[src/fdc_pkg.sv]
`default_nettype none

package fdc_pkg;

   typedef enum logic [2:0] {
      CMD_RESTORE,
      CMD_SEEK,
      CMD_STEP,
      CMD_READ,
      CMD_WRITE,
      CMD_FORCE_INT,
      CMD_UNSUPPORTED
   } cmd_kind_e;

   // One CPU access
   typedef struct packed {
      logic       cs;
      logic       re;
      logic       we;
      logic [1:0] a;
      logic [7:0] din;
   } cpu_bus_t;

   typedef struct packed {
      cmd_kind_e  kind;
      logic [3:0] flags;   // Type I: h v r1 r0, Type IV: interrupt conditions
      logic       dir;     // 1 steps out toward track 0
      logic       upd;     // Track register follows the head
      logic       set_dir; // Step-in/out, plain step keeps the last direction
      logic [1:0] spare;
   } cmd_t;

   typedef struct packed {
      logic drq;
      logic lost_data;
      logic rnf;
      logic byte_valid;
      logic done;
   } xfer_status_t;

   typedef struct packed {
      logic       index;
      logic       byte_tick;
      logic       tr00;
      logic [2:0] sector_id;
      logic [7:0] rd_data;
   } drive_t;

   typedef struct packed {
      logic       wr;
      logic [2:0] sector;
      logic [7:0] pos;
      logic [7:0] data;
   } disk_wr_t;

   localparam logic [1:0] ADDR_CMD    = 2'd0;
   localparam logic [1:0] ADDR_TRACK  = 2'd1;
   localparam logic [1:0] ADDR_SECTOR = 2'd2;
   localparam logic [1:0] ADDR_DATA   = 2'd3;

endpackage

`default_nettype wire
[src/fdc_step.sv]
`timescale 1ns/1ps
`default_nettype none

module fdc_step import fdc_pkg::*; #(
   parameter int STEP_UNIT = 16
) (
   input  logic       clk,
   input  logic       reset,
   input  logic       start,
   input  logic       abort,
   input  cmd_t       cmd,
   input  logic [7:0] track,
   input  logic [7:0] data,
   input  logic       tr00,
   output logic [7:0] track_next,
   output logic       track_load,
   output logic       step,
   output logic       dirc,
   output logic       step_done,
   output logic       rnf_step
);

   localparam int DW = $clog2(4 * STEP_UNIT);

   typedef enum logic [2:0] {
      S_IDLE, S_COMPARE, S_STEP, S_PULSE, S_SETTLE, S_FINISH
   } state_e;

   state_e        state;
   logic [DW-1:0] delay, period;
   logic [7:0]    steps;

   // Rate codes 0..3 give 1, 1, 2, 4 units; the counter runs period+1 cycles
   always_comb begin
      case (cmd.flags[1:0])
         2'd2:    period = DW'(2 * STEP_UNIT - 1);
         2'd3:    period = DW'(4 * STEP_UNIT - 1);
         default: period = DW'(STEP_UNIT - 1);
      endcase
   end

   always_ff @(posedge clk) begin
      if (reset) begin
         state <= S_IDLE;
         delay <= '0;
         steps <= 8'd0;
         step <= 1'b0;
         dirc <= 1'b0;
         track_load <= 1'b0;
         step_done <= 1'b0;
         rnf_step <= 1'b0;
      end else begin
         track_load <= 1'b0;
         step_done <= 1'b0;
         rnf_step <= 1'b0;
         if (abort) begin
            state <= S_IDLE;
            step <= 1'b0;
         end else begin
            case (state)
               S_IDLE: begin
                  if (start && cmd.kind inside {CMD_RESTORE, CMD_SEEK, CMD_STEP}) begin
                     steps <= 8'd0;
                     if (cmd.kind == CMD_STEP) begin
                        if (cmd.set_dir)
                           dirc <= cmd.dir;
                        state <= S_STEP;
                     end else begin
                        state <= S_COMPARE;
                     end
                  end
               end
               S_COMPARE: begin
                  if (cmd.kind == CMD_RESTORE) begin
                     if (tr00) begin
                        track_next <= 8'd0;
                        track_load <= 1'b1;
                        state <= S_FINISH;
                     end else if (steps == 8'd255) begin
                        rnf_step <= 1'b1;         // Track zero never seen
                        state <= S_FINISH;
                     end else begin
                        dirc <= 1'b1;
                        state <= S_STEP;
                     end
                  end else if (data == track) begin
                     state <= S_FINISH;
                  end else begin
                     dirc <= data < track;
                     state <= S_STEP;
                  end
               end
               S_STEP: begin
                  step <= 1'b1;
                  steps <= steps + 8'd1;
                  delay <= period;
                  if (cmd.upd) begin
                     track_next <= dirc ? track - 8'd1 : track + 8'd1;
                     track_load <= 1'b1;
                  end
                  state <= S_PULSE;
               end
               S_PULSE: begin
                  if (delay == '0) begin
                     step <= 1'b0;
                     // Compare and step states take up the last two gap cycles
                     delay <= (period > DW'(1)) ? period - DW'(2) : '0;
                     state <= S_SETTLE;
                  end else begin
                     delay <= delay - DW'(1);
                  end
               end
               S_SETTLE: begin
                  if (delay == '0)
                     state <= (cmd.kind == CMD_STEP) ? S_FINISH : S_COMPARE;
                  else
                     delay <= delay - DW'(1);
               end
               default: begin
                  step_done <= 1'b1;
                  state <= S_IDLE;
               end
            endcase
         end
      end
   end

endmodule

`default_nettype wire

[config.mk]
export PLATFORM = sky130hd
export DESIGN_NAME = fdc_step
export DESIGN_NICKNAME = d
export VERILOG_FILES = /design/src/fdc_pkg.sv /design/src/fdc_step.sv
export SDC_FILE = /design/constraint.sdc
export NUM_CORES = 1
export LEC_CHECK = 0
export BUFFER_PORTS_ARGS = -buffer_cell sky130_fd_sc_hd__buf_2
export CORE_MARGIN = 2
export CORE_UTILIZATION = 58
export CTS_BUF_LIST = sky130_fd_sc_hd__clkbuf_16
export DETAILED_ROUTE_END_ITERATION = 16
export PLACE_DENSITY_LB_ADDON = 0.08
export SLEW_MARGIN = 5
export SYNTH_ARGS = -nofsm -noshare
export SYNTH_HDL_FRONTEND = slang
export SYNTH_SLANG_ARGS = --single-unit
[constraint.sdc]
create_clock -name clk -period 5 [get_ports clk]
set_clock_uncertainty 0.15 [all_clocks]
set_input_delay 1 -clock clk [delete_from_list [all_inputs] [get_ports clk]]
set_output_delay 1 -clock clk [all_outputs]
set_load 0.02 [all_outputs]
==> results.yml <==
clocking:
  clk_latency_ns: 0.27
  cts_root_buf: "clkbuf_16"
  post_cts_resized: 0
  cts_hold_buf: 0
  numClockSinks: 30
  cts_made_buffers: 5
  cts_tree: "built"
  cts_setup_buffers: 0
  clkTransAtPathRegs_ns: 0.05
  htreeDepth: 2
  cts.path.max_buffers: 2
layout:
  multi_input_area_um2: 1260
  syn_to_final_growth_pct: 18.2
  nets: 327
  seq_area_um2: 681
  final_cell_mix: "buf_2 (41), nor2_1 (28), dfxtp_1 (22)"
  drive_gt1_share_pct: 19.1
  fill_cells: 281
  layout_commonest_cell: "buf_2"
  antennaDiodeCount: 0
yosys:
  yosys.area_share.simple_pct: 26.0
  synth-edff-count: 8
  syn_area_um2: 2020
  synth_compound_area_share_pct: 19.8
  synth_cells: 236
  async_flop_share_pct: 0
  ys.flop_type: "dfxtp_1"
  seq_area_frac_synth_pct: 33.6
  synth-seq-cells: 30
  synth_top_family_by_area: "simple AND/OR/NAND/NOR gates"
  yosysWarnings: 0
  syn-num-nets: 286
  yosysUniqueCellTypes: 58
  avgSynthCellArea_um2: 8.57
  synthAdderAreaFrac_pct: 10.9
  synth_xor_area_share_pct: 4.76
  synth.area.mux_share_pct: 0.989
power:
  p_leak_uw: 0.00101
  power_density_nw_per_um2: 256
  p_total_uw: 612
  ir_drop_mv: 0.173
sta:
  hold_violations: 0
  fin_crit_sh_pct: 59.1
  worstMarginPinSlew_ns: 1.07
  setup_tns_ns: 0
  min_period_ns: 2.96
  fmaxAchievable_mhz: 338
  rsz0062_at_grt: "no"
  fin_hold_ws_ns: 0.325
  relSlewSlack_pct: 28.1
  setup_viol_count_final: 0
  final-max-slew-violation-count: 0
hold_path:
  worstHoldPathType: "flip-flop to flip-flop"
  hp-start: "step$_SDFFE_PN0P_"
placement:
  place_congestion: 0.812
  portBuffers: 41
  hpwl_um: 3240
detailed_routing:
  viasPerCell: 5.74
  num_vias: 1861
  ant_nets: 0
  post_drt_wl_per_cell_um: 13.6
  drt-total-wl_um: 4420
  drc_errors: 0
  drt_iter0_markers: 99
  first_pass_iters: 4
worst_setup_path:
  crit_path_end_kind: "flip-flop"
  startpoint: "track[4]"
  crit_type: "primary input to flip-flop"
  worstPathArrival_ns: 2.82
  worstPathRequired_ns: 4.86
  cp-start-kind: "primary input"
  r2r_start: "state[0]$_SDFFE_PN0P_"
  worst-path-max-fanout: 5
floorplan:
  die_w_um: 63.1
  rows: 21
  core_um2: 3340
  initial_core_util_pct: 60.6
  dieHeight_um: 63.1
  io-pin-count: 46
  dieArea_um2: 3980
global_route:
  antenna_found_initial: 0
  grtUsageTotal_pct: 23.6
  grt_first_pass_wirelength_um: 7470
  grt_max_degree: 17
  first_global_vias: 1683
  grt.overflow.total: 0
run_status:
  status: "finished, final reports clean"
run:
  cap_violations: 0
[metal layers]
layer  vias up  wire length (um)  global-route usage, %  part of all wire [%]
met5         -                 0                      0                     0
met4         0                81                   9.44                   1.8
met3         9               246                   5.18                   5.6
met2        54              1930                   36.4                    44
met1       841              2160                   32.2                    49
li1        957                 -                      -                     -
[flip-flops by register name, summed over array words and instances (netlist names)]
name and cells:
steps 8, track_next 8, delay 6, state 3, dirc 1, rnf_step 1
step 1, step_done 1, track_load 1
[metrics by stage]
| step | worst slack [ns] | instance area [um2] | util [%] | std cells |
|---|---|---|---|---|
| 3_5_place_dp | 1.77 | 2250 | 67.6 | 316 |
| 3_3_place_gp | 1.74 | 2250 | 67.6 | 316 |
| 2_1_floorplan | 2.17 | 2020 | - | 236 |
| 4_1_cts | 2.05 | 2390 | 71.7 | 324 |
| 6_report | 2.04 | 2390 | 71.7 | 324 |
| 5_1_grt | 1.80 | 2390 | 71.7 | 324 |
[critical path, stage by stage]
cell and delay (ns):
buf_2 0.11, ha_1 0.33, and3_1 0.20, a2111oi_0 0.71, a21oi_1 0.17, xnor2_1 0.24, nor2_1 0.06
[synthesized netlist by cell type (5+ instances only)]
cell type | n | share of area (%)
xnor2_1 | 8 | 3.5
inv_1 | 12 | 2.2
nor3_1 | 10 | 2.5
nor3b_1 | 5 | 1.9
ha_1 | 16 | 9.9
nor2b_1 | 5 | 1.5
nand3_1 | 6 | 1.5
nand2_1 | 16 | 3.0
a21oi_1 | 19 | 4.7
nor2_1 | 28 | 5.2
dfxtp_1 | 22 | 22
edfxtp_1 | 8 | 12
[power by group]
| group | internal (uW) | switching [uW] | total, uW |
|---|---|---|---|
| clock network | 179 | 96.0 | 275 |
| logic | 34.6 | 46.8 | 81.3 |
| registers | 251 | 4.11 | 255 |
[worst paths after layout]
path,end,slack [ns],cells past startpoint
max reg2reg,track_next[2]$_SDFFCE_PN0P_,2.28,4
min,step$_SDFFE_PN0P_,0.32,2
max,track_next[7]$_SDFFCE_PN0P_,2.04,7
min reg2reg,step$_SDFFE_PN0P_,0.32,2
[final cells by class]
cell class / instances / share of cell area [%]
clock buffer: 5 / 5.23
clock inverter: 3 / 0.523
inverter: 13 / 2.04
multi-input combinational: 186 / 52.8
sequential: 30 / 28.5
tap: 46 / 2.41
timing repair buffer: 41 / 8.58
[kinds of logic after synthesis]
logic type / after synthesis
compound gates: 57
flops: 30
simple gates: 99
fa+ha+maj: 17
buf+inv: 20
mux: 2
xor+xnor: 11
(Power assumes the default switching activity.)
