### src/fdc_pkg.sv
`default_nettype none

package fdc_pkg;

   typedef enum logic [2:0] {
      CMD_RESTORE,
      CMD_SEEK,
      CMD_STEP,
      CMD_READ,
      CMD_WRITE,
      CMD_FORCE_INT,
      CMD_UNSUPPORTED
   } cmd_kind_e;

   // One CPU access
   typedef struct packed {
      logic       cs;
      logic       re;
      logic       we;
      logic [1:0] a;
      logic [7:0] din;
   } cpu_bus_t;

   typedef struct packed {
      cmd_kind_e  kind;
      logic [3:0] flags;   // Type I: h v r1 r0, Type IV: interrupt conditions
      logic       dir;     // 1 steps out toward track 0
      logic       upd;     // Track register follows the head
      logic       set_dir; // Step-in/out, plain step keeps the last direction
      logic [1:0] spare;
   } cmd_t;

   typedef struct packed {
      logic drq;
      logic lost_data;
      logic rnf;
      logic byte_valid;
      logic done;
   } xfer_status_t;

   typedef struct packed {
      logic       index;
      logic       byte_tick;
      logic       tr00;
      logic [2:0] sector_id;
      logic [7:0] rd_data;
   } drive_t;

   typedef struct packed {
      logic       wr;
      logic [2:0] sector;
      logic [7:0] pos;
      logic [7:0] data;
   } disk_wr_t;

   localparam logic [1:0] ADDR_CMD    = 2'd0;
   localparam logic [1:0] ADDR_TRACK  = 2'd1;
   localparam logic [1:0] ADDR_SECTOR = 2'd2;
   localparam logic [1:0] ADDR_DATA   = 2'd3;

endpackage

`default_nettype wire
### src/fdc_xfer.sv
`timescale 1ns/1ps
`default_nettype none

module fdc_xfer import fdc_pkg::*; #(
   parameter int SECTOR_BYTES = 16,
   parameter int SECTORS      = 4
) (
   input  logic         clk,
   input  logic         reset,
   input  logic         start,
   input  logic         abort,
   input  cmd_t         cmd,
   input  logic [7:0]   track,
   input  logic [7:0]   sector,
   input  logic [7:0]   data,
   input  drive_t       drive,
   input  logic [7:0]   head_track,
   input  logic         data_access,
   output xfer_status_t xstat,
   output logic [7:0]   rd_byte,
   output disk_wr_t     disk_wr
);

   typedef enum logic [1:0] {X_IDLE, X_SEARCH, X_DATA, X_TAIL} state_e;

   state_e     state;
   logic       writing, seen_index, tick_q;
   logic [2:0] last_sid;
   logic       match, sector_start, last_byte, late;

   // Sector numbers past the track never alias onto the 3-bit id
   assign match = head_track == track && sector < 8'(SECTORS)
                  && sector[2:0] == drive.sector_id;
   assign sector_start = drive.byte_tick && (drive.index || drive.sector_id != last_sid);
   assign last_byte = disk_wr.pos == 8'(SECTOR_BYTES - 1);
   assign late = xstat.drq && !data_access;   // Previous byte not served

   always_ff @(posedge clk) begin
      if (reset) begin
         state <= X_IDLE;
         xstat <= '0;
         disk_wr.wr <= 1'b0;
         disk_wr.pos <= 8'd0;
         writing <= 1'b0;
         seen_index <= 1'b0;
         tick_q <= 1'b0;
         last_sid <= 3'd0;
      end else begin
         xstat.byte_valid <= 1'b0;
         xstat.done <= 1'b0;
         disk_wr.wr <= 1'b0;
         tick_q <= drive.byte_tick;
         if (drive.byte_tick)
            last_sid <= drive.sector_id;
         if (data_access)
            xstat.drq <= 1'b0;
         if (disk_wr.wr)
            disk_wr.pos <= disk_wr.pos + 8'd1;   // Advance after the RAM write
         if (abort) begin
            state <= X_IDLE;
            xstat.drq <= 1'b0;
         end else begin
            case (state)
               X_IDLE: begin
                  if (start && (cmd.kind == CMD_READ || cmd.kind == CMD_WRITE)) begin
                     writing <= cmd.kind == CMD_WRITE;
                     seen_index <= 1'b0;
                     xstat.drq <= 1'b0;
                     xstat.lost_data <= 1'b0;
                     xstat.rnf <= 1'b0;
                     disk_wr.pos <= 8'd0;
                     disk_wr.sector <= sector[2:0];
                     state <= X_SEARCH;
                  end
               end
               X_SEARCH: begin
                  if (sector_start && match) begin
                     if (writing)
                        xstat.drq <= 1'b1;    // Ask for byte 0 right away
                     state <= X_DATA;
                  end else if (drive.index) begin
                     if (seen_index) begin
                        xstat.rnf <= 1'b1;
                        xstat.done <= 1'b1;
                        state <= X_IDLE;
                     end
                     seen_index <= 1'b1;
                  end
               end
               X_DATA: begin
                  if (writing) begin
                     if (drive.byte_tick) begin
                        if (late)
                           xstat.lost_data <= 1'b1;
                        disk_wr.wr <= 1'b1;
                        disk_wr.data <= data;
                        xstat.drq <= !last_byte;
                        if (last_byte) begin
                           xstat.done <= 1'b1;
                           state <= X_IDLE;
                        end
                     end
                  end else if (tick_q) begin   // RAM output is valid now
                     if (late)
                        xstat.lost_data <= 1'b1;
                     rd_byte <= drive.rd_data;
                     xstat.byte_valid <= 1'b1;
                     xstat.drq <= 1'b1;
                     if (last_byte)
                        state <= X_TAIL;
                     else
                        disk_wr.pos <= disk_wr.pos + 8'd1;
                  end
               end
               default: begin
                  // Last read byte gets one byte time to be taken
                  if (drive.byte_tick) begin
                     if (late)
                        xstat.lost_data <= 1'b1;
                     xstat.drq <= 1'b0;
                     xstat.done <= 1'b1;
                     state <= X_IDLE;
                  end
               end
            endcase
         end
      end
   end

endmodule

`default_nettype wire

### config.mk
export PLATFORM = sky130hd
export DESIGN_NAME = fdc_xfer
export DESIGN_NICKNAME = d
export VERILOG_FILES = /design/src/fdc_pkg.sv /design/src/fdc_xfer.sv
export SDC_FILE = /design/constraint.sdc
export NUM_CORES = 1
export LEC_CHECK = 0
export BUFFER_PORTS_ARGS = -buffer_cell sky130_fd_sc_hd__buf_4
export CAP_MARGIN = 20
export CORE_UTILIZATION = 46
export CTS_BUF_LIST = sky130_fd_sc_hd__clkbuf_8 sky130_fd_sc_hd__clkbuf_16
export DETAILED_ROUTE_END_ITERATION = 8
export PLACE_DENSITY = 0.79
export SLEW_MARGIN = 15
export SYNTH_ARGS = -nofsm -noshare
export SYNTH_HDL_FRONTEND = slang
export SYNTH_SLANG_ARGS = --single-unit
### constraint.sdc
create_clock -name clk -period 2.9 [get_ports clk]
set_input_delay 0.435 -clock clk [delete_from_list [all_inputs] [get_ports clk]]
set_output_delay 0.435 -clock clk [all_outputs]
set_load 0.005 [all_outputs]
==> results by group <==
Status
  • Run status: completed

Cells and area
  • # diodes: 0
  • Layout Nets: 355
  • Share of cells above drive strength 1: a little over a third
  • Area growth from synthesis to layout: 36.5%
  • Fillers: 337

Route
  • Routed WL per cell: 15.5 µm
  • Vias/cell: about 5.6
  • Drt first pass iters: 4
  • Vias post-DR: between 1500 and 2000
  • DRC: 0
  • Routed Wire Length: about 5.3 mm
  • Drt initial violations: 166
  • DRT antenna net count: 0

Min path
  • WHS Path Cells: 1
  • Worst Hold Class: in -> reg

Yosys
  • Mux contribution to synthesized area: approximately 2.0%
  • Main synth FF type: dfxtp_1
  • Area share of and/or/nand/nor cells after synthesis: 20.2%
  • Largest family of logic cells by synthesized area: simple AND/OR/NAND/NOR gates
  • Register bit total from synthesis: 41
  • Post-Synth XOR/XNOR Area: 5.98%
  • Number of enable flip-flop cells after synthesis: 19
  • Synth area leader: edfxtp_1
  • Yosys warnings: 0
  • Most common library cells after synthesis: dfxtp_1, edfxtp_1, nor2_1
  • Syn_area_per_cell: 9.91 µm²
  • Most common cell in the netlist: dfxtp_1
  • Synth area leaders: edfxtp_1, dfxtp_1, xnor2_1
  • Synth Area in Adders: 0.610%
  • Asr flop ratio synth: 0%
  • Yosys top cell area share: 27.8%
  • Syn Nets: roughly 270
  • Complex-gate fraction of the synthesized area: 17.5%
  • Yosys cell types: 51
  • Synth Instances: slightly above 200
  • Sequential share of the synthesized area: 49.3%
  • Synthesized area: 2050 µm²

Power
  • Sw Ratio: 24.0%
  • Clk pwr share: 32.3%
  • Flop pwr share: 55.0%
  • Peak supply drop: 0.231 mV
  • Sw Pwr: 270 µW
  • PD cells: about 400 nW/µm²
  • Internal: 854 µW
  • Leakage: 1.12 nW
  • Gate power share: between 10% and 20%

Placed design
  • Routability Congestion: 0.880
  • PortBufs: 85
  • Pre-CTS setup slack: 0.788 ns
  • Post-DP HPWL: 4.13 mm

Critical path
  • Worst path buffer plus inverter count: 0
  • Crit path DAT: 2.36 ns
  • CP peak stage delay: 0.56 ns
  • CP required: about 3.1 ns
  • Endpoint class of the critical path: flop
  • CP max-delay cell: or4_4
  • Critical path depth: 5
  • CP startpoint kind: flop
  • Worst-path maximum fanout: 10
  • Crit Path Class: reg -> reg
  • Worst-path cell chain: or4_4, or2_1, a2111oi_4, o21ai_2, a211oi_2
  • Reg2Reg Depth: 5
  • Critical path's top delay family: simple AND/OR/NAND/NOR gates

Timing
  • Fin crit share: between 70% and 80%
  • PnR worst setup slack: 0.753 ns
  • Slew HR: 71.4%
  • Setup violators final: 0
  • Clock skew: 0.00267 ns
  • Final hold violations: 0
  • Final critical-path required period: 2.15 ns
  • Worst Tran Pin Value: 0.429 ns
  • Max Freq: 466 MHz
  • RSZ-0062 raised after global routing: false
  • Pins Over Slew Limit: 0
  • Setup TNS: 0 ns

CTS
  • H-tree levels: 2
  • Clock buffer depth: 2
  • Hold_buf cts: 0
  • CTS root buf: clkbuf_8
  • CTS buffer count: 5
  • Sinks on Clock Net: slightly above 40
  • CTS tree: built
  • Setup repair bufs after CTS: 0
  • Post_cts resized: 0
  • Clock latency at the later pin of the worst-skew pair: 0.29 ns
  • Clock Pin Slew Worst Setup and Hold Paths: 0.08 ns

Floorplan
  • Die Wd: ~69 µm
  • Core area: about 4100 µm²
  • Die area: 4730 µm²
  • Ports: 96
  • Initial Util: 49.5%
  • Num rows: 23
  • Chip height: between 60 and 70 µm

Global routing
  • Overflow after GRT: 0
  • Tot GR Track Use: 22.6%
  • Vias in the first global route: about 1700
  • Largest net degree at the start of global routing: 20
  • Met3 usage: 5.10%
  • Met2 global-route usage: 35.4%
  • First-pass GRT wire length: about 7.8 mm
  • Initial antenna violation count: 0
  • GR Util met1: 30.2%
  • Gr busiest metal: met2

Run
  • Number of maximum-capacitance violations: 0
[power groups by stage]
stage                     Combinational [mW]  Sequential (mW)  Clock [mW]
after floorplan                       0.0687            0.627           0
after global placement                 0.138            0.631           0
after detailed placement               0.142            0.631           0
after CTS                              0.143            0.618       0.369
after global routing                   0.156            0.619       0.391
final                                  0.143            0.618       0.363
[stage by stage]
step	util, %	instance area, µm²	hold WS [ns]	instances	total power, mW
finish	67.6	2800	0.320	342	1.12
floorplan	-	2050	0.449	207	0.696
global placement	65.5	2710	0.459	334	0.769
detailed placement	65.5	2710	0.452	334	0.774
CTS	67.6	2800	0.316	342	1.13
global route	67.6	2800	0.307	342	1.17
[sequential cells by signal (all words and copies together) (netlist names)]
name        cells
tick_q          1
disk_wr        20
seen_index      1
state           2
rd_byte         8
writing         1
last_sid        3
xstat           5
[worst paths after layout]
check                                               to  slack, ns                   start
worst max-delay path            disk_wr[15]$_SDFF_PP0_       0.75  disk_wr[12]$_SDFF_PP0_
worst min-delay path              rd_byte[0]$_DFFE_PP_       0.32                drive[0]
worst max register to register  disk_wr[15]$_SDFF_PP0_       0.75  disk_wr[12]$_SDFF_PP0_
worst min register to register   xstat[2]$_SDFFE_PP0P_       0.48   xstat[2]$_SDFFE_PP0P_
[routing by layer]
metal | routed length (µm) | share of wire, %
met1 | 2180 | 41
met2 | 2570 | 48
met3 | 499 | 9.4
met4 | 63 | 1.2
met5 | 0 | 0
[logic make-up (layout without fill, tap and decap cells)]
kind of cell               Yosys count  count (layout)
AOI/OAI and AO/OA                   50              50
xor gates and xnor gates            14              14
adders and majority gates            1               1
buffers and inverters               19             104
DFF                                 41              41
muxes                                4               4
and+or+nand+nor                     78              78
[placed cells by master (no fill, tap or decap), types with 3 or more instances in the layout]
cell	Yosys	final
dfxtp_1	22	22
xnor2_1	11	11
clkbuf_8	0	5
edfxtp_1	19	19
nor2b_1	3	3
a21oi_1	16	16
nor3_1	4	4
and3_1	4	4
nand4_1	6	6
buf_4	0	88
o21ai_0	8	8
nand3_1	8	8
nand2_1	14	14
inv_1	8	8
xor2_1	3	3
nor2_1	19	19
nand2b_1	3	3
nor4_1	5	5
a31oi_1	3	3
a311oi_1	4	4
mux2i_1	3	3
[final cells by class]
type / instances / area, µm² / share of cell area, %
multi-input combinational: 147 / 950 / 33.9
clock inverter: 3 / 17.5 / 0.626
timing repair buffer: 88 / 661 / 23.6
tap: 50 / 62.6 / 2.23
clock buffer: 5 / 68.8 / 2.46
inverter: 8 / 30.0 / 1.07
sequential: 41 / 1010 / 36.1
[worst register-to-register path, stage by stage (launching register included)]
cell,delay [ns]
dfxtp_1,0.40
or4_4,0.56
or2_1,0.36
a2111oi_4,0.44
o21ai_2,0.10
a211oi_2,0.21
Power figures use the tool's default switching activity.
