**src/fdc_pkg.sv**
```systemverilog
`default_nettype none

package fdc_pkg;

   typedef enum logic [2:0] {
      CMD_RESTORE,
      CMD_SEEK,
      CMD_STEP,
      CMD_READ,
      CMD_WRITE,
      CMD_FORCE_INT,
      CMD_UNSUPPORTED
   } cmd_kind_e;

   // One CPU access
   typedef struct packed {
      logic       cs;
      logic       re;
      logic       we;
      logic [1:0] a;
      logic [7:0] din;
   } cpu_bus_t;

   typedef struct packed {
      cmd_kind_e  kind;
      logic [3:0] flags;   // Type I: h v r1 r0, Type IV: interrupt conditions
      logic       dir;     // 1 steps out toward track 0
      logic       upd;     // Track register follows the head
      logic       set_dir; // Step-in/out, plain step keeps the last direction
      logic [1:0] spare;
   } cmd_t;

   typedef struct packed {
      logic drq;
      logic lost_data;
      logic rnf;
      logic byte_valid;
      logic done;
   } xfer_status_t;

   typedef struct packed {
      logic       index;
      logic       byte_tick;
      logic       tr00;
      logic [2:0] sector_id;
      logic [7:0] rd_data;
   } drive_t;

   typedef struct packed {
      logic       wr;
      logic [2:0] sector;
      logic [7:0] pos;
      logic [7:0] data;
   } disk_wr_t;

   localparam logic [1:0] ADDR_CMD    = 2'd0;
   localparam logic [1:0] ADDR_TRACK  = 2'd1;
   localparam logic [1:0] ADDR_SECTOR = 2'd2;
   localparam logic [1:0] ADDR_DATA   = 2'd3;

endpackage

`default_nettype wire
```
**src/fdc_regs.sv**
```systemverilog
`timescale 1ns/1ps
`default_nettype none

module fdc_regs import fdc_pkg::*; (
   input  logic         clk,
   input  logic         reset,
   input  cpu_bus_t     bus,
   output logic [7:0]   dout,
   output cmd_t         cmd,
   output logic         start,
   output logic         abort,
   output logic [7:0]   track,
   output logic [7:0]   sector,
   output logic [7:0]   data,
   input  logic [7:0]   track_next,
   input  logic         track_load,
   input  logic         step_done,
   input  logic         rnf_step,
   input  xfer_status_t xstat,
   input  logic [7:0]   rd_byte,
   input  logic         tr00,
   input  logic         index,
   output logic         data_access,
   output logic         irq
);

   cmd_t       cmd_dec;
   logic       wr_en, rd_en, type1;
   logic       busy, rnf_q, int_index;
   logic [7:0] status;

   assign wr_en = bus.cs & bus.we;
   assign rd_en = bus.cs & bus.re;
   assign type1 = cmd.kind inside {CMD_RESTORE, CMD_SEEK, CMD_STEP};

   // Force interrupt stops both engines in the cycle of the write
   assign abort = wr_en && bus.a == ADDR_CMD && cmd_dec.kind == CMD_FORCE_INT;

   always_comb begin
      cmd_dec = '0;
      cmd_dec.flags = bus.din[3:0];
      casez (bus.din[7:4])
         4'b0000: cmd_dec.kind = CMD_RESTORE;
         4'b0001: begin
            cmd_dec.kind = CMD_SEEK;
            cmd_dec.upd = 1'b1;
         end
         4'b001?: begin
            cmd_dec.kind = CMD_STEP;
            cmd_dec.upd = bus.din[4];
         end
         4'b01??: begin             // Step-in / step-out
            cmd_dec.kind = CMD_STEP;
            cmd_dec.upd = bus.din[4];
            cmd_dec.set_dir = 1'b1;
            cmd_dec.dir = bus.din[5];
         end
         4'b100?: cmd_dec.kind = CMD_READ;
         4'b101?: cmd_dec.kind = CMD_WRITE;
         4'b1101: cmd_dec.kind = CMD_FORCE_INT;
         default: cmd_dec.kind = CMD_UNSUPPORTED;
      endcase
   end

   always_comb begin
      status = 8'h00;
      status[0] = busy;
      status[1] = type1 ? index : xstat.drq;
      status[2] = type1 ? tr00 : xstat.lost_data;
      status[4] = rnf_q | xstat.rnf;
   end

   always_ff @(posedge clk) begin
      if (reset) begin
         cmd <= '0;
         start <= 1'b0;
         track <= 8'h00;
         sector <= 8'h00;
         data_access <= 1'b0;
         irq <= 1'b0;
         busy <= 1'b0;
         rnf_q <= 1'b0;
         int_index <= 1'b0;
      end else begin
         start <= 1'b0;
         data_access <= (wr_en | rd_en) && bus.a == ADDR_DATA;
         if (track_load)
            track <= track_next;
         if (xstat.byte_valid)
            data <= rd_byte;
         if (rnf_step)
            rnf_q <= 1'b1;
         if (rd_en && bus.a == ADDR_CMD)
            irq <= 1'b0;                  // Status read acknowledges
         if (step_done || xstat.done || (start && cmd.kind == CMD_UNSUPPORTED)) begin
            busy <= 1'b0;
            irq <= 1'b1;
         end
         if (int_index && index)
            irq <= 1'b1;
         if (wr_en) begin
            case (bus.a)
               ADDR_CMD: begin
                  if (cmd_dec.kind == CMD_FORCE_INT) begin
                     cmd <= cmd_dec;
                     busy <= 1'b0;
                     irq <= cmd_dec.flags[3];
                     int_index <= cmd_dec.flags[2];
                  end else if (!busy) begin  // Commands are ignored while busy
                     cmd <= cmd_dec;
                     start <= 1'b1;
                     busy <= 1'b1;
                     irq <= 1'b0;
                     rnf_q <= 1'b0;
                     int_index <= 1'b0;
                  end
               end
               ADDR_TRACK:  track <= bus.din;
               ADDR_SECTOR: sector <= bus.din;
               default:     data <= bus.din;
            endcase
         end
      end
   end

   always_ff @(posedge clk) begin
      if (rd_en) begin
         case (bus.a)
            ADDR_CMD:    dout <= status;
            ADDR_TRACK:  dout <= track;
            ADDR_SECTOR: dout <= sector;
            default:     dout <= data;
         endcase
      end
   end

endmodule

`default_nettype wire

```
**config.mk**
```make
export PLATFORM = sky130hd
export DESIGN_NAME = fdc_regs
export DESIGN_NICKNAME = d
export VERILOG_FILES = /design/src/fdc_pkg.sv /design/src/fdc_regs.sv
export SDC_FILE = /design/constraint.sdc
export NUM_CORES = 1
export LEC_CHECK = 0
export ABC_AREA = 0
export BUFFER_PORTS_ARGS = -buffer_cell sky130_fd_sc_hd__buf_2
export CAP_MARGIN = 20
export CORE_ASPECT_RATIO = 1.1
export CORE_MARGIN = 8
export CORE_UTILIZATION = 45
export CTS_BUF_LIST = sky130_fd_sc_hd__clkbuf_4
export DETAILED_ROUTE_END_ITERATION = 7
export GPL_TIMING_DRIVEN = 1
export PLACE_DENSITY = 0.78
export SETUP_SLACK_MARGIN = 0.4
export SYNTH_ARGS = -nofsm -noshare
export SYNTH_HDL_FRONTEND = slang
export SYNTH_SLANG_ARGS = --single-unit
```
**constraint.sdc**
```tcl
create_clock -name clk -period 1.8 [get_ports clk]
set_input_delay 0.27 -clock clk [delete_from_list [all_inputs] [get_ports clk]]
set_output_delay 0.27 -clock clk [all_outputs]
set_load 0.05 [all_outputs]
```
==> summary.md, run 1 <==
| Metric | Value |
|---|---|
| WS Path Type | `flop to flop` |
| Hold slack | `0.141 ns` |
| Boundary Pins | `89` |
| Vias/cell | `5.40` |
| DRT Pass-1 Iters | `5` |
| Min-delay worst type | `input port to flop` |
| RSZ-0062 raised after global routing | `yes` |
| First-pass GRT wire length | `10300 um` |
| DRT iter0 DRCs | `83` |
| CP required | `1.92 ns` |
| Vias in the first global route | `1992` |
| CP Capture Type | `flop` |
| Area growth syn-to-layout | `25.6%` |
| Post-DP HPWL | `5020 um` |
| Antenna Cells | `0` |
| Reg clk slew, reported paths | `0.14 ns` |
| Final WL | `6420 um` |
| Post-Layout Inst Area | `2830 um2` |
| Crit-path max cell delay | `0.45 ns` |
| PortBufs | `86` |
| Slew Viols, Final | `0` |
| Fmax achieved | `635 MHz` |
| Ys Warns | `0` |
| PnR worst setup slack | `0.226 ns` |
| Drt wl/cell | `17.6 um` |
| Max Cap Violations | `0` |
| Final TNS setup | `0 ns` |
| Ordered list of cells on the worst path | `a21oi_4 > mux2_4 > mux4_2` |
| Sequential element share of the synthesized area | `49.8%` |
| ANT nets after route | `0` |
| Startpoint type of the worst setup path | `flop` |
| Root buf cell | `clkbuf_4` |
| Final setup fails | `0` |
| Critical path fanouts, max | `4` |
| CTS max path bufs | `2` |
| Clk_skew | `0.0106 ns` |
| Arrival time at the worst endpoint | `1.70 ns` |
| Post-layout min period | `1.57 ns` |
| GRT overflow | `0` |
| Fin crit share | `87.4%` |
| CTS tree | `done` |
| Asr flop ratio synth | `0%` |
| Gr usage total | `16.4%` |
| Synthesized flop and latch total | `48` |
| Die span in y | `90.2 um` |
| Syn Inst Count | `222` |
| Max IR drop VDD | `322 uV` |
| CTS buffer count | `5` |
| Sink Count | `48` |
| Most used flip-flop cell after synthesis | `dfxtp_1` |
| Hold buffer count at cts | `0` |
| Width of the die | `83.5 um` |
| Cell Area, Synth | `2250 um2` |
| Unique masters post-synth | `39` |
| Clk_lat worst skew | `0.36 ns` |
| Leak pwr | `1.25 nW` |
| GPL Wtd Cong | `0.765` |
| # H-tree levels | `2` |
| DP Worst Slack | `0.224 ns` |
| Slowest cell on crit path | `mux4_2` |
| Row count | `27` |
| Outcome | `complete, no violations` |
| Layout Utilization | `57.4%` |
| Fin nets | `347` |
| Hold violation count in the final report | `0` |
| Via count | `1972` |
| Initial Util | `45.7%` |
| Largest net degree at the start of global routing | `19` |
| Die area | `7530 um2` |
| Synthesized area per cell | `10.2 um2` |
| Share of cells above drive strength 1 | `39.4%` |
| Initial antenna violation count | `0` |
| EDFF count, synth | `16` |
| Power Dens Cells | `780 nW/um2` |
| DRC Markers | `0` |
| Dpl cell area | `2760 um2` |
| Core ar. | `4930 um2` |
[synthesized netlist by cell type (all sizes together), types with 2 or more instances]
cell type | number | area, um2
nand2 | 33 | 124
dfxtp | 32 | 641
a21oi | 28 | 144
nor2 | 23 | 86.3
edfxtp | 16 | 480
mux2i | 16 | 160
buf | 12 | 70.1
a211oi | 9 | 67.6
clkbuf | 6 | 22.5
mux2 | 6 | 67.6
nand4b | 5 | 58.8
a22o | 4 | 35.0
mux4 | 4 | 90.1
nor3 | 3 | 15.0
inv | 2 | 7.51
nand3b | 2 | 15.0
nand4 | 2 | 12.5
nor2b | 2 | 12.5
or3 | 2 | 12.5
[cell families after synthesis]
logic type | count (synthesis) | synth area share [%]
other cells | 1 | 0.166
simple gates | 78 | 17.7
fa+ha+maj | 1 | 0.444
mux | 26 | 14.1
buf+inv | 20 | 4.44
flops | 48 | 49.7
compound gates | 48 | 13.4
[what timing repair did]
item	CTS	global route
setup endpoints to repair	3	3
pin swaps	1	2
setup buffers	0	1
gates resized for setup	2	0
[routing by layer]
layer | up-vias | track usage [%] | part of all wire [%]
li1 | 968 | - | -
met1 | 929 | 19.1 | 42
met2 | 71 | 27.8 | 49
met3 | 4 | 6.32 | 8.2
met4 | 0 | 3.60 | 0.75
met5 | - | 0 | 0
[worst paths after layout]
kind,depth (start not counted),endpoint,slack [ns],from
worst max-delay path,3,dout[1],0.23,cmd[10]
worst min-delay path,3,data_access,0.14,bus[11]
worst max register to register,3,dout[1],0.23,cmd[10]
worst min register to register,2,cmd[7],0.46,cmd[7]
[registers in the layout (all words and copies together), names as in the netlist, 8 cells and up]
name and count:
track 8, cmd 10, data 8, sector 8
dout 8
[placed cells by master (no fill, tap or decap), types with 7 or more instances in the layout]
cell type and n:
nand2_1 33, buf_2 85, nor2_1 22, buf_4 8
edfxtp_1 16, a211oi_1 9, mux2i_1 16, clkbuf_4 7
dfxtp_1 29, a21oi_1 26
[area by class of cell]
type | count | area, um2
repair buffers | 94 | 497
multi-input cells | 155 | 1070
flip-flops and latches | 48 | 1130
well taps | 58 | 72.6
clock buffers | 7 | 52.6
inverters | 2 | 7.51
fillers | 452 | 2100
clock inverters | 1 | 5.00
[power breakdown]
part | switching (mW) | internal [mW] | leakage, nW
logic | 0.327 | 0.153 | 0.800
registers | 0.0324 | 1.17 | 0.419
clock network | 0.336 | 0.183 | 0.0361
[critical path: cells and delay by family, from the launching register on]
family | cells | cell delay, ns
flip-flops | 1 | 0.38
multiplexers | 2 | 0.77
AO/OA/AOI/OAI | 1 | 0.20
[per-stage QoR]
| stage | power (mW) | std cells |
|---|---|---|
| after CTS | 2.22 | 364 |
| after global routing | 2.30 | 365 |
| final | 2.21 | 365 |
| after floorplan | 1.57 | 223 |
| after detailed placement | 1.71 | 356 |
| after global placement | 1.70 | 356 |
No activity file was read; power rests on OpenSTA's default activity.
==> inputs of run 2 (changes only) <==
--- a/config.mk
+++ b/config.mk
@@ -10,11 +10,11 @@
 export CAP_MARGIN = 20
 export CORE_ASPECT_RATIO = 1.1
 export CORE_MARGIN = 8
-export CORE_UTILIZATION = 45
-export CTS_BUF_LIST = sky130_fd_sc_hd__clkbuf_4
+export CORE_UTILIZATION = 48
 export DETAILED_ROUTE_END_ITERATION = 7
+export GPL_ROUTABILITY_DRIVEN = 0
 export GPL_TIMING_DRIVEN = 1
-export PLACE_DENSITY = 0.78
+export PLACE_DENSITY = 0.82
 export SETUP_SLACK_MARGIN = 0.4
 export SYNTH_ARGS = -nofsm -noshare
 export SYNTH_HDL_FRONTEND = slang
==> run 2 against run 1 <==
Effect of this change:
- wire length rose by 3.9%
- via count grew 5.4%
- largest power group unchanged
- sequential share of layout area down 1.2 points
- maximum frequency is 0.49% higher
- non-clock buffer count is 3 higher
==> summary.md, run 2 (synthesis gave the netlist of run 1 again) <==
| Metric | Value |
|---|---|
| Width of the die | `81.3 um (was 83.5 um)` |
| Outcome | `complete, no violations (unchanged)` |
| Min-delay worst type | `input port to flop (unchanged)` |
| CTS buffer count | `5 (unchanged)` |
| Clk_lat worst skew | `0.30 ns (was 0.36 ns)` |
| Biggest register | `cmd (unchanged)` |
| Post-DP HPWL | `5160 um (was 5020 um)` |
| Internal power | `1.78 mW (was 1.51 mW)` |
| Final TNS setup | `0 ns (unchanged)` |
| Final WL | `6670 um (was 6420 um)` |
| Fill cell count | `373 (was 452)` |
| Core ar. | `4590 um2 (was 4930 um2)` |
| Max Cap Violations | `0 (unchanged)` |
| Die area | `7150 um2 (was 7530 um2)` |
| Fin crit share | `87.0% (was 87.4%)` |
| CP required | `1.85 ns (was 1.92 ns)` |
| Clk_skew | `0.00358 ns (was 0.0106 ns)` |
| DRC Markers | `0 (unchanged)` |
| Reg clk slew, reported paths | `0.09 ns (was 0.14 ns)` |
| PortBufs | `86 (unchanged)` |
| Hold violation count in the final report | `0 (unchanged)` |
| Share of cells above drive strength 1 | `39.7% (was 39.4%)` |
| Hold slack | `0.202 ns (was 0.141 ns)` |
| Drt wl/cell | `18.2 um (was 17.6 um)` |
| Vias/cell | `5.68 (was 5.40)` |
| Slew Viols, Final | `0 (unchanged)` |
| Root buf cell | `clkbuf_8 (was clkbuf_4)` |
| Crit-path max cell delay | `0.46 ns (was 0.45 ns)` |
| Gr usage total | `18.6% (was 16.4%)` |
| Boundary Pins | `89 (unchanged)` |
| Switching share of power | `28.8% (was 31.5%)` |
| Critical path fanouts, max | `2 (was 4)` |
| Initial antenna violation count | `0 (unchanged)` |
| Slowest cell on crit path | `mux4_2 (unchanged)` |
| Most frequent cells in the layout | `buf_2 (84), nand2_1 (33), dfxtp_1 (29) (was buf_2 (85), nand2_1 (33), dfxtp_1 (29))` |
| DRT iter0 DRCs | `118 (was 83)` |
| Die span in y | `87.9 um (was 90.2 um)` |
| CP Capture Type | `flop (unchanged)` |
| Max IR drop VDD | `509 uV (was 322 uV)` |
| Hold buffer count at cts | `0 (unchanged)` |
| Post-Layout Inst Area | `2920 um2 (was 2830 um2)` |
| Fin cells | `366 (was 365)` |
| Initial Util | `49.1% (was 45.7%)` |
| Arrival time at the worst endpoint | `1.62 ns (was 1.70 ns)` |
| Final setup fails | `0 (unchanged)` |
| First-pass GRT wire length | `10300 um (about the same)` |
| Power Dens Cells | `856 nW/um2 (was 780 nW/um2)` |
| Largest net degree at the start of global routing | `19 (unchanged)` |
| Ordered list of cells on the worst path | `a21oi_4 > mux2_4 > mux4_2 (unchanged)` |
| Leak pwr | `1.30 nW (was 1.25 nW)` |
| WS Path Type | `flop to flop (unchanged)` |
| Max FFs per register | `10 (unchanged)` |
| # H-tree levels | `2 (unchanged)` |
| Row count | `26 (was 27)` |
| Placed Cells | `356 (unchanged)` |
| CTS max path bufs | `2 (unchanged)` |
| ANT nets after route | `0 (unchanged)` |
| Sink Count | `48 (unchanged)` |
| CTS tree | `done (unchanged)` |
| Layout Utilization | `63.6% (was 57.4%)` |
| RSZ-0062 raised after global routing | `yes (unchanged)` |
| Sw Pwr | `720 uW (was 696 uW)` |
| GRT overflow | `0 (unchanged)` |
| Area growth syn-to-layout | `29.5% (was 25.6%)` |
| DP Worst Slack | `0.186 ns (was 0.224 ns)` |
| PnR worst setup slack | `0.234 ns (was 0.226 ns)` |
| Most common cell after layout, fill and taps aside | `buf_2 (unchanged)` |
| Clk pwr share | `32.2% (was 23.5%)` |
| Total Power | `2.50 mW (was 2.21 mW)` |
| Antenna Cells | `0 (unchanged)` |
| Post-layout min period | `1.57 ns (about the same)` |
| Startpoint type of the worst setup path | `flop (unchanged)` |
| Fin nets | `350 (was 347)` |
| Comb power frac | `19.5% (was 21.7%)` |
| DRT Pass-1 Iters | `4 (was 5)` |
| Dpl cell area | `2770 um2 (was 2760 um2)` |
| Seq pwr share | `48.3% (was 54.7%)` |
| Via count | `2079 (was 1972)` |
| Vias in the first global route | `2087 (was 1992)` |
| Fmax achieved | `639 MHz (was 635 MHz)` |
-- run 2: per-layer routing --
layer	track usage, %	wire, um
met1	20.6	2390
met2	31.7	3380
met3	4.93	700
met4	9.76	199
met5	0	0
-- run 2: area by class of cell --
type,instances,area (um2),area share (%)
Clock inverter,2,33.8,1.16
Sequential cell,48,1130,38.7
Multi-Input combinational cell,155,1070,36.5
Tap cell,56,70.1,2.40
Clock buffer,6,82.6,2.83
Inverter,2,7.51,0.257
Timing Repair Buffer,97,529,18.1
-- run 2: path summary, 6_finish.rpt --
kind	startpoint	endpoint	slack (ns)	cells past startpoint
setup / recovery	cmd[9]	dout[2]	0.23	3
hold / removal	bus[11]	data_access	0.20	3
setup reg to reg	cmd[9]	dout[2]	0.23	3
hold reg to reg	cmd[6]	cmd[6]	0.46	2
-- run 2: critical path, delay by kind of cell (launching register included) --
family,cells,cell delay [ns]
multiplexers,2,0.77
AO/OA/AOI/OAI,1,0.19
flip-flops,1,0.36
-- run 2: what timing repair did --
| action | 4_1_cts | 5_1_grt |
|---|---|---|
| setup endpoints to repair | 3 | 3 |
| pin swaps | 2 | 2 |
| buffers inserted | 1 | 1 |
| gates resized for setup | 2 | 4 |
-- run 2: power by group through the flow --
stage	combinational [mW]	clock (mW)	sequential, mW
2_1_floorplan	0.178	0	1.39
3_3_place_gp	0.476	0	1.23
6_report	0.487	0.804	1.21
5_1_grt	0.515	0.849	1.22
4_1_cts	0.486	0.815	1.21
3_5_place_dp	0.484	0	1.23
==> inputs of run 3 (changes only) <==
--- a/config.mk
+++ b/config.mk
@@ -11,6 +11,7 @@
 export CORE_ASPECT_RATIO = 1.1
 export CORE_MARGIN = 8
 export CORE_UTILIZATION = 48
+export CTS_BUF_LIST = sky130_fd_sc_hd__clkbuf_16
 export DETAILED_ROUTE_END_ITERATION = 7
 export GPL_ROUTABILITY_DRIVEN = 0
 export GPL_TIMING_DRIVEN = 1
==> run 3 against run 2 <==
Effect of this change:
- maximum frequency is essentially flat
- global-route usage up 0.30 points
- register-to-register slack about the same
==> summary.md, run 3 (synthesis gave the netlist of run 1 again) <==
| Metric | Value |
|---|---|
| Reg2Reg Depth | `3 (unchanged)` |
| Final WL | `6790 um (was 6670 um)` |
| RSZ-0062 raised after global routing | `yes (unchanged)` |
| Startpoint type of the worst setup path | `flop (unchanged)` |
| Die area | `7150 um2 (unchanged)` |
| DRT iter0 DRCs | `130 (was 118)` |
| Sink Count | `48 (unchanged)` |
| Initial Util | `49.1% (unchanged)` |
| Slowest cell on crit path | `mux4_2 (unchanged)` |
| Post-Layout Inst Area | `2970 um2 (was 2920 um2)` |
| CP required | `1.83 ns (was 1.85 ns)` |
| Leak pwr | `1.32 nW (was 1.30 nW)` |
| Internal power | `1.98 mW (was 1.78 mW)` |
| Critical path fanouts, max | `2 (unchanged)` |
| Final TNS setup | `0 ns (unchanged)` |
| Hold slack | `0.214 ns (was 0.202 ns)` |
| Via count | `2073 (was 2079)` |
| Most frequent cells in the layout | `buf_2 (84), nand2_1 (33), dfxtp_1 (29) (unchanged)` |
| Hold path startpoint | `bus[11] (unchanged)` |
| CTS tree | `done (unchanged)` |
| Hold buffer count at cts | `0 (unchanged)` |
| Vias in the first global route | `2086 (was 2087)` |
| Share of cells above drive strength 1 | `39.5% (was 39.7%)` |
| Clk_lat worst skew | `0.29 ns (was 0.30 ns)` |
| Hold Path End | `data_access (unchanged)` |
| Drt wl/cell | `18.5 um (was 18.2 um)` |
| DRT Pass-1 Iters | `4 (unchanged)` |
| Max Cap Violations | `0 (unchanged)` |
| Reg2Reg Setup Slack | `0.23 ns (about the same)` |
| Hold Path Stages | `3 (unchanged)` |
| CP Capture Type | `flop (unchanged)` |
| DR top layer | `met4 (unchanged)` |
| Max IR drop VDD | `570 uV (was 509 uV)` |
| DRC Markers | `0 (unchanged)` |
| Root buf cell | `clkbuf_16 (was clkbuf_8)` |
| Min-delay worst type | `input port to flop (unchanged)` |
| Core ar. | `4590 um2 (unchanged)` |
| # H-tree levels | `2 (unchanged)` |
| Largest net degree at the start of global routing | `19 (unchanged)` |
| Vias/cell | `5.65 (was 5.68)` |
| Fin crit share | `87.0% (about the same)` |
| Boundary Pins | `89 (unchanged)` |
| CTS max path bufs | `2 (unchanged)` |
| Metal3 WL | `718 um (was 700 um)` |
| Post-DP HPWL | `5160 um (unchanged)` |
| Most common cell after layout, fill and taps aside | `buf_2 (unchanged)` |
| FF-to-FF Start | `cmd[9] (unchanged)` |
| Switching share of power | `27.6% (was 28.8%)` |
| Dpl cell area | `2770 um2 (unchanged)` |
| Comb power frac | `17.9% (was 19.5%)` |
| Antenna Cells | `0 (unchanged)` |
| Initial antenna violation count | `0 (unchanged)` |
| Fin nets | `351 (was 350)` |
| RR Endpoint | `dout[2] (unchanged)` |
| Fmax achieved | `638 MHz (was 639 MHz)` |
| Width of the die | `81.3 um (unchanged)` |
| Row count | `26 (unchanged)` |
| Gr usage total | `18.9% (was 18.6%)` |
| CTS buffer count | `5 (unchanged)` |
| ANT nets after route | `0 (unchanged)` |
| Routed met1 length | `2460 um (was 2390 um)` |
| Biggest register | `cmd (unchanged)` |
| Area growth syn-to-layout | `31.6% (was 29.5%)` |
| Clk_skew | `0.00325 ns (was 0.00358 ns)` |
| Sw Pwr | `756 uW (was 720 uW)` |
| PortBufs | `86 (unchanged)` |
| Reg clk slew, reported paths | `0.06 ns (was 0.09 ns)` |
| Slew Viols, Final | `0 (unchanged)` |
| Power Dens Cells | `922 nW/um2 (was 856 nW/um2)` |
| First-pass GRT wire length | `10300 um (about the same)` |
| Met2 WL | `3420 um (was 3380 um)` |
| WS Path Type | `flop to flop (unchanged)` |
| Total Power | `2.73 mW (was 2.50 mW)` |
| Final setup fails | `0 (unchanged)` |
| Ordered list of cells on the worst path | `a21oi_4 > mux2_4 > mux4_2 (unchanged)` |
| Max FFs per register | `10 (unchanged)` |
| Clk pwr share | `37.9% (was 32.2%)` |
| Fill cell count | `366 (was 373)` |
| Die span in y | `87.9 um (unchanged)` |
| Seq pwr share | `44.3% (was 48.3%)` |
| Arrival time at the worst endpoint | `1.59 ns (was 1.62 ns)` |
| GRT overflow | `0 (unchanged)` |
| Outcome | `complete, no violations (unchanged)` |
| Post-layout min period | `1.57 ns (about the same)` |
| Hold violation count in the final report | `0 (unchanged)` |
| Crit-path max cell delay | `0.46 ns (about the same)` |
## run 3: final cells by class
cell class                      count  area [um2]  share of cell area, %
Tap cell                           56        70.1                   2.36
Clock buffer                        5         125                   4.22
Clock inverter                      3        37.5                   1.27
Timing Repair Buffer               98         529                   17.8
Inverter                            2        7.51                  0.253
Multi-Input combinational cell    155        1070                   35.9
Sequential cell                    48        1130                   38.1
## run 3: how the worst max path moves through the flow
stage,from,to,slack [ns]
2_1_floorplan,cmd[10],dout[1],0.22
3_3_place_gp,bus[8],cmd[10],0.24
3_5_place_dp,bus[8],cmd[10],0.19
4_1_cts,cmd[9],dout[2],0.24
5_1_grt,cmd[9],dout[2],0.20
6_report,cmd[9],dout[2],0.23
## run 3: power groups by stage
stage | registers (mW) | clock network (mW) | logic, mW
finish | 1.21 | 1.04 | 0.488
global route | 1.22 | 1.08 | 0.516
CTS | 1.21 | 1.05 | 0.487
detailed placement | 1.23 | 0 | 0.484
global placement | 1.23 | 0 | 0.476
floorplan | 1.39 | 0 | 0.178
## run 3: per-layer routing
| layer | global-route usage (%) | vias to the layer above |
|---|---|---|
| met2 | 31.9 | 108 |
| li1 | - | 971 |
| met4 | 10.1 | 0 |
| met1 | 20.7 | 974 |
| met5 | 0 | - |
| met3 | 5.65 | 20 |
## run 3: critical path: cells and delay by family (launching register included)
family / cells / cell delay [ns]
AO/OA/AOI/OAI: 1 / 0.19
multiplexers: 2 / 0.77
flip-flops: 1 / 0.35
## run 3: what timing repair did
| action | 4_1_cts | 5_1_grt |
|---|---|---|
| setup endpoints to repair | 3 | 3 |
| gates resized for setup | 2 | 1 |
| pin swaps | 2 | 2 |
| setup buffers | 1 | 2 |
## run 3: through the flow
step | std cells | utilization, % | setup WS (ns)
4_1_cts | 365 | 64.3 | 0.236
6_report | 367 | 64.6 | 0.234
3_3_place_gp | 356 | 60.4 | 0.238
2_1_floorplan | 223 | - | 0.219
3_5_place_dp | 356 | 60.4 | 0.186
5_1_grt | 367 | 64.6 | 0.200
